## src/letc_pkg.sv

```systemverilog
`default_nettype none

package letc_pkg;

    // Data word and physical address
    typedef logic [31:0] word_t;

    localparam int PADDR_WIDTH = 32;
    typedef logic [PADDR_WIDTH-1:0] paddr_t;

    // Access size requested by a core requestor
    typedef enum logic [1:0] {
        SIZE_BYTE     = 2'b00,
        SIZE_HALFWORD = 2'b01,
        SIZE_WORD     = 2'b10
    } size_e;

    // One data word seen as byte lanes or as halfword lanes
    typedef union packed {
        logic [3:0][7:0]  bytes;
        logic [1:0][15:0] halves;
    } lane_u;

    // MMU walker, caches, uncached access
    localparam int NUM_REQUESTORS = 3;
    localparam int REQ_IDX_WIDTH  = 2;

    // Subordinate memory depth, indexed by address bits 9:2
    localparam int MEM_WORDS = 256;

endpackage : letc_pkg

`default_nettype wire

```

## src/axi_pkg.sv

```systemverilog
`default_nettype none

package axi_pkg;

    localparam int IDWIDTH  = 4;
    localparam int LENWIDTH = 8;

    typedef enum logic [1:0] {
        AXI_BURST_FIXED = 2'b00,
        AXI_BURST_INCR  = 2'b01,
        AXI_BURST_WRAP  = 2'b10
    } burst_e;

    // Single ID used by the core manager
    localparam logic [IDWIDTH-1:0] AXI_ID = '0;

    localparam logic [2:0] AXI_SIZE_WORD = 3'b010; // 4 bytes per beat

    // Response codes
    localparam logic [1:0] AXI_RESP_OKAY   = 2'b00;
    localparam logic [1:0] AXI_RESP_SLVERR = 2'b10;

endpackage : axi_pkg

`default_nettype wire

```

## src/letc_core_lane_fmt.sv

```systemverilog
`timescale 1ns/1ps
`default_nettype none

module letc_core_lane_fmt (
    input  letc_pkg::size_e size,
    input  logic [1:0]      byte_offset,  // Low address bits of the access
    input  letc_pkg::word_t wdata_in,     // Requestor write data, right aligned
    input  letc_pkg::word_t axi_rdata,    // Full word from the bus
    output logic [3:0]      wstrb,
    output letc_pkg::word_t axi_wdata,
    output letc_pkg::word_t rdata_out     // Zero extended read result
);
    import letc_pkg::*;

    lane_u wlane;
    lane_u rlane;

    // Write side
    always_comb begin
        wstrb       = 4'b1111;
        wlane.bytes = wdata_in;
        unique case (size)
            SIZE_BYTE: begin
                wstrb       = 4'b0001 << byte_offset;  // One-hot lane
                wlane.bytes = {4{wdata_in[7:0]}};      // Same byte in every lane
            end
            SIZE_HALFWORD: begin
                wstrb        = byte_offset[1] ? 4'b1100 : 4'b0011;
                wlane.halves = {2{wdata_in[15:0]}};
            end
            default: begin
                // Full word, strobes and data as set above
            end
        endcase
    end

    assign axi_wdata = wlane;

    // Read side, pick the addressed lane out of the bus word
    assign rlane = axi_rdata;

    always_comb begin
        unique case (size)
            SIZE_BYTE:     rdata_out = {24'h0, rlane.bytes[byte_offset]};
            SIZE_HALFWORD: rdata_out = {16'h0, rlane.halves[byte_offset[1]]};
            default:       rdata_out = axi_rdata;  // Word passes through
        endcase
    end

endmodule : letc_core_lane_fmt

`default_nettype wire

```

## src/letc_core_axi_fsm.sv

```systemverilog
`timescale 1ns/1ps
`default_nettype none

module letc_core_axi_fsm (
    input  logic i_clk,
    input  logic i_rst_n,

    // Requestor side, one lane each
    input  logic [letc_pkg::NUM_REQUESTORS-1:0]              limp_valid,
    input  logic [letc_pkg::NUM_REQUESTORS-1:0]              limp_wen_nren,
    input  letc_pkg::size_e [letc_pkg::NUM_REQUESTORS-1:0]   limp_size,
    input  letc_pkg::paddr_t [letc_pkg::NUM_REQUESTORS-1:0]  limp_addr,
    input  letc_pkg::word_t [letc_pkg::NUM_REQUESTORS-1:0]   limp_wdata,
    output logic [letc_pkg::NUM_REQUESTORS-1:0]              limp_ready,
    output letc_pkg::word_t                                  limp_rdata,  // Shared by all

    // AXI manager outputs
    output logic [axi_pkg::IDWIDTH-1:0]  awid,
    output letc_pkg::paddr_t             awaddr,
    output logic [axi_pkg::LENWIDTH-1:0] awlen,
    output logic [2:0]                   awsize,
    output axi_pkg::burst_e              awburst,
    output logic                         awvalid,
    output letc_pkg::word_t              wdata,
    output logic [3:0]                   wstrb,
    output logic                         wvalid,
    output logic                         bready,
    output logic [axi_pkg::IDWIDTH-1:0]  arid,
    output letc_pkg::paddr_t             araddr,
    output logic [axi_pkg::LENWIDTH-1:0] arlen,
    output logic [2:0]                   arsize,
    output axi_pkg::burst_e              arburst,
    output logic                         arvalid,
    output logic                         rready,

    // AXI manager inputs
    input  logic                         awready,
    input  logic                         wready,
    input  logic                         bvalid,
    input  logic [axi_pkg::IDWIDTH-1:0]  bid,
    input  logic [1:0]                   bresp,   // Not acted on
    input  logic                         arready,
    input  logic                         rvalid,
    input  logic [axi_pkg::IDWIDTH-1:0]  rid,
    input  letc_pkg::word_t              rdata,
    input  logic [1:0]                   rresp    // Not acted on
);
    import letc_pkg::*;
    import axi_pkg::*;

    // Mealy FSM, one access in flight
    typedef enum logic [2:0] {
        IDLE,
        SEND_RADDR,
        GET_RDATA,
        SEND_WADDR,
        SEND_WDATA,
        GET_BRESP
    } state_e;

    state_e state;
    state_e next_state;

    logic [REQ_IDX_WIDTH-1:0] sel_idx;    // Priority pick, valid in IDLE
    logic [REQ_IDX_WIDTH-1:0] grant_q;    // Locked owner outside IDLE
    logic [REQ_IDX_WIDTH-1:0] cur_idx;
    logic                     any_valid;
    logic                     cur_wen_nren;
    size_e                    cur_size;
    paddr_t                   cur_addr;
    word_t                    cur_wdata;
    logic                     data_sent;  // Write data went out ahead of the address
    logic                     ready_to_requestor;
    logic aw_done, w_done, ar_done, r_done, b_done;

    // Lowest index wins
    always_comb begin
        sel_idx = '0;
        for (int ii = NUM_REQUESTORS - 1; ii >= 0; ii--) begin
            if (limp_valid[ii]) begin
                sel_idx = REQ_IDX_WIDTH'(ii);
            end
        end
    end

    assign any_valid = |limp_valid;
    assign cur_idx   = (state == IDLE) ? sel_idx : grant_q;  // Lock once out of IDLE

    assign cur_wen_nren = limp_wen_nren[cur_idx];
    assign cur_size     = limp_size[cur_idx];
    assign cur_addr     = limp_addr[cur_idx];
    assign cur_wdata    = limp_wdata[cur_idx];

    // Channel handshakes, responses must carry our ID
    assign aw_done = awvalid & awready;
    assign w_done  = wvalid & wready;
    assign ar_done = arvalid & arready;
    assign r_done  = rvalid & rready & (rid == AXI_ID);
    assign b_done  = bvalid & bready & (bid == AXI_ID);

    always_ff @(posedge i_clk) begin
        if (!i_rst_n) begin
            state     <= IDLE;
            grant_q   <= '0;
            data_sent <= 1'b0;
        end else begin
            state <= next_state;
            if ((state == IDLE) && (next_state != IDLE)) begin
                grant_q <= sel_idx;
            end
            if (state == IDLE) begin
                data_sent <= w_done;
            end else if (w_done) begin
                data_sent <= 1'b1;
            end
        end
    end

    always_comb begin
        next_state = state;
        unique case (state)
            IDLE: begin
                if (any_valid) begin
                    if (cur_wen_nren) begin
                        if (aw_done && w_done) next_state = GET_BRESP;
                        else if (aw_done)      next_state = SEND_WDATA;
                        else                   next_state = SEND_WADDR;  // Hold the grant
                    end else begin
                        if (ar_done && r_done) next_state = IDLE;        // Done in one cycle
                        else if (ar_done)      next_state = GET_RDATA;
                        else                   next_state = SEND_RADDR;
                    end
                end
            end
            SEND_RADDR: if (ar_done) next_state = GET_RDATA;
            GET_RDATA:  if (r_done)  next_state = IDLE;
            SEND_WADDR: begin
                if (aw_done && (data_sent || w_done)) next_state = GET_BRESP;
                else if (aw_done)                     next_state = SEND_WDATA;
            end
            SEND_WDATA: if (w_done) next_state = GET_BRESP;
            GET_BRESP:  if (b_done) next_state = IDLE;
            default:    next_state = IDLE;
        endcase
    end

    always_comb begin
        awvalid            = 1'b0;
        wvalid             = 1'b0;
        arvalid            = 1'b0;
        rready             = 1'b0;
        ready_to_requestor = 1'b0;
        unique case (state)
            IDLE: begin
                if (any_valid && cur_wen_nren) begin
                    awvalid = 1'b1;
                    wvalid  = 1'b1;
                end else if (any_valid) begin
                    arvalid            = 1'b1;
                    rready             = 1'b1;
                    ready_to_requestor = ar_done & r_done;
                end
            end
            SEND_RADDR: arvalid = 1'b1;
            GET_RDATA: begin
                rready             = 1'b1;
                ready_to_requestor = r_done;
            end
            SEND_WADDR: begin
                awvalid = 1'b1;
                wvalid  = ~data_sent;  // Keep offering data until taken
            end
            SEND_WDATA: wvalid = 1'b1;
            GET_BRESP:  ready_to_requestor = b_done;
            default: begin
            end
        endcase
    end

    // Ready only to the owner
    always_comb begin
        for (int ii = 0; ii < NUM_REQUESTORS; ii++) begin
            limp_ready[ii] = ready_to_requestor & (cur_idx == REQ_IDX_WIDTH'(ii));
        end
    end

    // Sub-word accesses go through strobes and lane muxing
    assign awaddr = {cur_addr[PADDR_WIDTH-1:2], 2'b00};
    assign araddr = {cur_addr[PADDR_WIDTH-1:2], 2'b00};

    letc_core_lane_fmt lane_fmt_inst (
        .size        (cur_size),
        .byte_offset (cur_addr[1:0]),
        .wdata_in    (cur_wdata),
        .axi_rdata   (rdata),
        .wstrb       (wstrb),
        .axi_wdata   (wdata),
        .rdata_out   (limp_rdata)
    );

    // Single beat, full word, one ID
    assign awid    = AXI_ID;
    assign arid    = AXI_ID;
    assign awlen   = '0;
    assign arlen   = '0;
    assign awsize  = AXI_SIZE_WORD;
    assign arsize  = AXI_SIZE_WORD;
    assign awburst = AXI_BURST_FIXED;
    assign arburst = AXI_BURST_FIXED;
    assign bready  = 1'b1;  // Response always taken at once

endmodule : letc_core_axi_fsm

`default_nettype wire

```

## config.mk

```make
export PLATFORM = sky130hd
export DESIGN_NAME = letc_core_axi_fsm
export DESIGN_NICKNAME = d
export VERILOG_FILES = /design/src/letc_pkg.sv /design/src/axi_pkg.sv /design/src/letc_core_lane_fmt.sv /design/src/letc_core_axi_fsm.sv
export SDC_FILE = /design/constraint.sdc
export NUM_CORES = 1
export LEC_CHECK = 0
export BUFFER_PORTS_ARGS = -buffer_cell sky130_fd_sc_hd__buf_2
export CAP_MARGIN = 20
export CORE_AREA = 2 2 167 169
export CTS_CLUSTER_DIAMETER = 120
export DETAILED_ROUTE_END_ITERATION = 7
export DIE_AREA = 0 0 169 171
export MAX_ROUTING_LAYER = met4
export PLACE_DENSITY = 0.44
export SYNTH_ARGS = -nofsm -noshare
export SYNTH_HDL_FRONTEND = slang
export SYNTH_SLANG_ARGS = --single-unit
```

## constraint.sdc

```tcl
create_clock -name i_clk -period 3 [get_ports i_clk]
set_clock_uncertainty 0.15 [all_clocks]
set_input_delay 0.45 -clock i_clk [delete_from_list [all_inputs] [get_ports i_clk]]
set_output_delay 0.45 -clock i_clk [all_outputs]
set_load 0.1 [all_outputs]
```

* Word level (Yosys, flattened, before mapping) *
Index checks and enable logic that the tools add are counted.

storage, ports and cells
  output and inout port bits = 174
  register bits after elaboration = 6
  word-level logic and storage cells = 85

operators by class
  shifts and indexed selects = 1
  equal/unequal tests = 8
  magnitude comparators = 3
  bitwise operators = 11
  reduce and logical (&&, ||, !) cells = 14
  mux-type cells = 45

operator list
  cell                                                                          number
  32-bit binary-select mux with 2-bit select                                    2
  32-bit case mux with 2 select lines                                           2
  32-bit 2-to-1 mux                                                             2
  16-bit 2-to-1 mux                                                             2
  3-bit 2-to-1 mux                                                              10
  3-bit case mux with 6 select lines                                            1
  8-bit binary-select mux with 2-bit select                                     1
  2-bit 2-to-1 mux                                                              7
  1-bit bitwise AND                                                             10
  4-bit zero test                                                               2
  1-bit 2-to-1 mux                                                              8
  8-bit 2-to-1 mux                                                              1
  4-bit case mux with 2 select lines                                            1
  3-bit by 2-bit equality test with 1-bit output, second input constant         2
  3-bit equality test, second input constant                                    2
  2-bit by 3-bit less-than comparator with 1-bit output, second input constant  2
  1-bit case mux with 2 select lines                                            3
  1-bit case mux with 3 select lines                                            2
  1-bit logical AND                                                             5
  2-bit binary-select mux with 2-bit select                                     1
  2-bit by 1-bit equality test with 1-bit output, second input constant         2
  2-bit zero test                                                               2
  4-bit 2-to-1 mux                                                              1
  1-bit by 2-bit << shifter with 4-bit output, first input constant             1
  other kinds (10)                                                              10

* Depth between registers and ports, before layout *
  depth after elaboration = 18
  gate-level depth with buffers = 12
  gate-level depth less buffers = 8

* By module *
A second synthesis with hierarchy kept.

second synthesis, totals
  cells, all modules = 537
  area, all modules = 3726.1 um2

by module, submodules not included
  module              instances  seq. area each (um2)  cells an instance  area each (um2)
  letc_core_axi_fsm   1          120.1                 410                2728.9
  letc_core_lane_fmt  1          0.0                   127                997.2

* Worst setup path after synthesis *
No wires, ideal clock.

  path kind = flip-flop to output port
  start point = register state[1]
  end point = output awaddr[10]
  arrival time = 4.833 ns
  setup slack = -2.433 ns
  required time = 2.400 ns
  buffers on the path = 5
  stages on the path, launching flop included = 10
  cells stage by stage = dfxtp_1 > buf_4 > nor3_4 > mux2i_2 > buf_6 > buf_2 > buf_2 > mux2i_1 > o21ai_0 > buf_4

between the ends
  longest elaborated chain between the ends = 4

RTL lines
  what                                        RTL line                  RTL
  from (decl)                                 letc_core_axi_fsm.sv:61   state_e state;
  from (signal assigned)                      letc_core_axi_fsm.sv:107  state <= next_state;
  3-bit zero test                             letc_core_axi_fsm.sv:87   assign cur_idx = (state == IDLE) ? sel_idx : grant_q;
  2-bit 2-to-1 mux                            letc_core_axi_fsm.sv:87
  32-bit binary-select mux with 2-bit select  letc_core_axi_fsm.sv:91   assign cur_addr = limp_addr[cur_idx];
  32-bit 2-to-1 mux (implied by the code)     letc_core_axi_fsm.sv:91
  to (decl)                                   letc_core_axi_fsm.sv:19   output letc_pkg::paddr_t awaddr,

No other way between the ends. The select of a mux whose other input is x is not followed.

* Worst setup path after layout *
  start point = register state[1]
  end point = output wdata[26]

between the ends
  longest elaborated chain between the ends = 6
  elaborated cells between the ends (all ways) = 9
  those cells by class = eq/ne: 1; mux: 6; reduce/logical: 2

RTL lines
  what                                                                               RTL line                  RTL
  3-bit zero test (*)                                                                letc_core_axi_fsm.sv:87
  2-bit 2-to-1 mux (*)                                                               letc_core_axi_fsm.sv:87
  2-bit binary-select mux with 2-bit select                                          letc_core_axi_fsm.sv:90   assign cur_size = limp_size[cur_idx];
  2-bit 2-to-1 mux (implied by the code)                                             letc_core_axi_fsm.sv:90
  2-bit by 1-bit equality test with 1-bit output or 2-bit zero test (tied branches)  letc_core_lane_fmt.sv:22  unique case (size)
  32-bit case mux with 2 select lines (*)                                            letc_core_lane_fmt.sv:22
  to (decl)                                                                          letc_core_axi_fsm.sv:24   output letc_pkg::word_t wdata,

Every way passes the cells marked *; elsewhere a longest branch is shown, timed or not. The select of a mux whose other input is x is not followed.

==> results.py <==
metrics = {
    "sta": {
        "hold_viol_final": 0,
        "slew_viol_final": 0,
        "setup_viol": 108,
        "relSlewSlack_pct": 67.3,
        "post-route-period-util_pct": 112,
        "rsz0062_at_grt": "true",
        "finalWorstSetupSlack_ps": -355,
        "worst_pin_slew_ps": 486,
        "fin_crit_ps": 3360,
        "clock.fmax_mhz": 298,
    },
    "cts": {
        "cts.clk_slew.worst_paths_ps": 40,
        "cts_inserted_buffers": 3,
        "h-tree-depth": 1,
        "cts_tree": "built",
        "cts_sinks": 6,
        "cts_buffer_depth": 2,
        "ctsRootBufferMaster": "clkbuf_16",
        "clock_latency_ps": 230,
    },
    "final_layout": {
        "final_cell_mix": "buf_2 (250), buf_12 (158), buf_4 (92), o21ai_4 (47), conb_1 (39)",
        "drive_above_1_share_pct": 85.2,
        "area_growth_pct": 202,
        "postLayoutCellArea_um2": 11000,
        "final_common_cell": "buf_2",
        "final_cells": 1305,
        "nets": 1214,
    },
    "floorplanning": {
        "num_io_pins": 429,
        "start_util_pct": 13.3,
        "core_area_um2": 27300,
        "num_rows": 61,
        "dieArea_um2": 28900,
        "die_w_um": 169,
        "fp.dieH_um": 171,
    },
    "drt": {
        "drt-wirelength-per-cell_um": 18.2,
        "drtIter0Drc": 92,
        "ant_nets": 0,
        "vias": 5457,
        "via_per_inst": 4.18,
        "wl_um": 23700,
        "drc": 0,
        "dr.pass1.iters": 5,
    },
    "min_path": {
        "hp-class": "reg2reg",
        "whs_path_depth": 2,
        "hp-start": "data_sent",
        "whs_endpoint": "data_sent",
    },
    "grt": {
        "grt_pass1_vias": 5523,
        "grt_overflow_total": 0,
        "track_usage_pct": 15.7,
        "grt_pass1_wl_um": 33400,
        "antenna_found_initial": 3,
        "grt_max_degree": 29,
    },
    "place": {
        "dp_slack_ps": -416,
        "globalplace.congestion": 0.810,
        "port_buffers": 385,
        "post_dp_cell_area_um2": 9480,
        "dp_cells": 1249,
        "hpwl_um": 19100,
    },
    "synth": {
        "syn-cell-area_um2": 3640,
        "syn_area_per_cell_um2": 7.39,
        "ys_ff_latch": 6,
        "yosys_warnings": 0,
        "netlist_instances": 492,
        "synth_cell_types": 51,
        "yosysSeqAreaShare_pct": 3.30,
    },
    "setup_path": {
        "reg2regPathDepth": 14,
        "r2r_end": "grant_q[1]",
        "cp_cell_sequence": "nor3_4, mux2i_4, buf_12, buf_4, mux2i_4, buf_6, o2bb2ai_4, buf_12, buf_12, mux2i_4, a21oi_4, buf_12",
        "cp-start-kind": "flop",
        "cp.required_ps": 2400,
        "r2r-start": "state[1]",
        "critical_path_class": "reg2out",
        "crit_slowest_cell": "dfxtp_2",
        "regToRegSetupSlack_ps": 120,
        "crit_fanout": 7,
        "cpMostUsedCell": "buf_12",
        "critPathMaxStageDelay_ps": 320,
        "end_kind": "primary output",
        "cp.arrival_ps": 2760,
    },
    "power_and_ir_drop": {
        "power_mw": 14.6,
        "max-vdd-ir-drop_uv": 626,
        "pwr_density_cell_nw_per_um2": 1330,
        "leakage_nw": 4.88,
    },
    "job": {
        "maxCapViolations": 0,
    },
    "run_status": {
        "failed_checks": "setup timing",
        "outcome": "finished with violations",
    },
}
where the power goes:
part	internal (mW)	switching, mW	leakage (nW)
logic	5.54	8.69	4.79
registers	0.110	0.0247	0.0503
clock network	0.171	0.0462	0.0370
total	5.82	8.76	4.88
routing by layer:
layer	share of wire, %	wire length (um)	vias up	global-route usage (%)
li1	-	-	2630	-
met1	37	8660	2527	17.1
met2	56	13200	284	31.0
met3	6.6	1570	16	2.01
met4	1.0	246	0	2.38
met5	0	0	-	-
metrics by stage:
step	setup TNS [ps]	util, %	hold slack [ps]
final	-17760	40.2	357
after CTS	-23580	38.8	358
after floorplan	-31170	-	320
after detailed placement	-24870	34.7	350
after global placement	-21980	34.7	346
after global routing	-30300	40.2	378
worst max-delay path by stage:
stage               startpoint            end  slack (ps)  cells past startpoint
floorplan             state[1]      wdata[26]        -610                     11
global placement      state[1]      wdata[31]        -360                      9
detailed placement    state[1]  limp_rdata[0]        -420                      8
CTS                   state[0]  limp_rdata[7]        -390                     11
global route          state[1]      wdata[26]        -450                     12
finish                state[1]      wdata[26]        -360                     12
flip-flops by register name, summed over array words and instances, names as in the netlist:
signal     cells
data_sent      1
grant_q        2
state          3
kinds of logic after synthesis:
group	after synthesis	synth area share, %
compound gates	162	32.7
simple gates	118	15.8
other cells	2	0.206
mux	88	25.5
flops	6	3.30
buf+inv	116	22.5
area by class of cell:
type                    instances  area (um2)
diodes                          2        5.00
clock buffers                   3        75.1
fillers                      2629       16300
inverters                       9        63.8
multi-input cells             407        4640
flip-flops and latches          6         124
well taps                     346         433
repair buffers                532        5630
repair_timing:
action	CTS	global route
setup buffers	37	21
pin swaps	27	38
setup endpoints to repair	128	132
gates resized for setup	146	56
cloned	5	2
hold buffers	0	0
critical path, delay by kind of cell, from the launching register on:
family	cells	cell delay, ps
buffers and inverters	6	880
multiplexers	3	780
flip-flops	1	320
AND/OR/NAND/NOR	1	270
AO/OA/AOI/OAI	2	270
Yosys cell counts (all sizes together):
| library cell | number | area (um2) |
|---|---|---|
| buf | 99 | 754 |
| mux2i | 62 | 632 |
| o21ai | 62 | 314 |
| nand2 | 57 | 214 |
| a21oi | 28 | 140 |
| mux2 | 26 | 297 |
| nor2 | 23 | 98.8 |
| a221oi | 22 | 243 |
| and2 | 18 | 113 |
| o21a | 11 | 82.6 |
| a22oi | 9 | 81.3 |
| inv | 9 | 33.8 |
| a22o | 8 | 70.1 |
| clkbuf | 8 | 30.0 |
| dfxtp | 6 | 120 |
| nand2b | 5 | 31.3 |
| o2bb2ai | 5 | 75.1 |
| a2bb2oi | 4 | 65.1 |
| a21boi | 3 | 22.5 |
| nor3 | 3 | 37.5 |
| o22ai | 3 | 18.8 |
| conb | 2 | 7.51 |
| nand3 | 2 | 10.0 |
| nand3b | 2 | 15.0 |
| nor2b | 2 | 12.5 |
| nor3b | 2 | 15.0 |
| nor4 | 2 | 12.5 |
| o31a | 2 | 17.5 |
| a31o | 1 | 8.76 |
| a31oi | 1 | 6.26 |
| a32oi | 1 | 27.5 |
| o21bai | 1 | 7.51 |
| o22a | 1 | 8.76 |
| or2 | 1 | 6.26 |
| or3b | 1 | 8.76 |
Note: power is estimated with default switching activity, not from simulation.
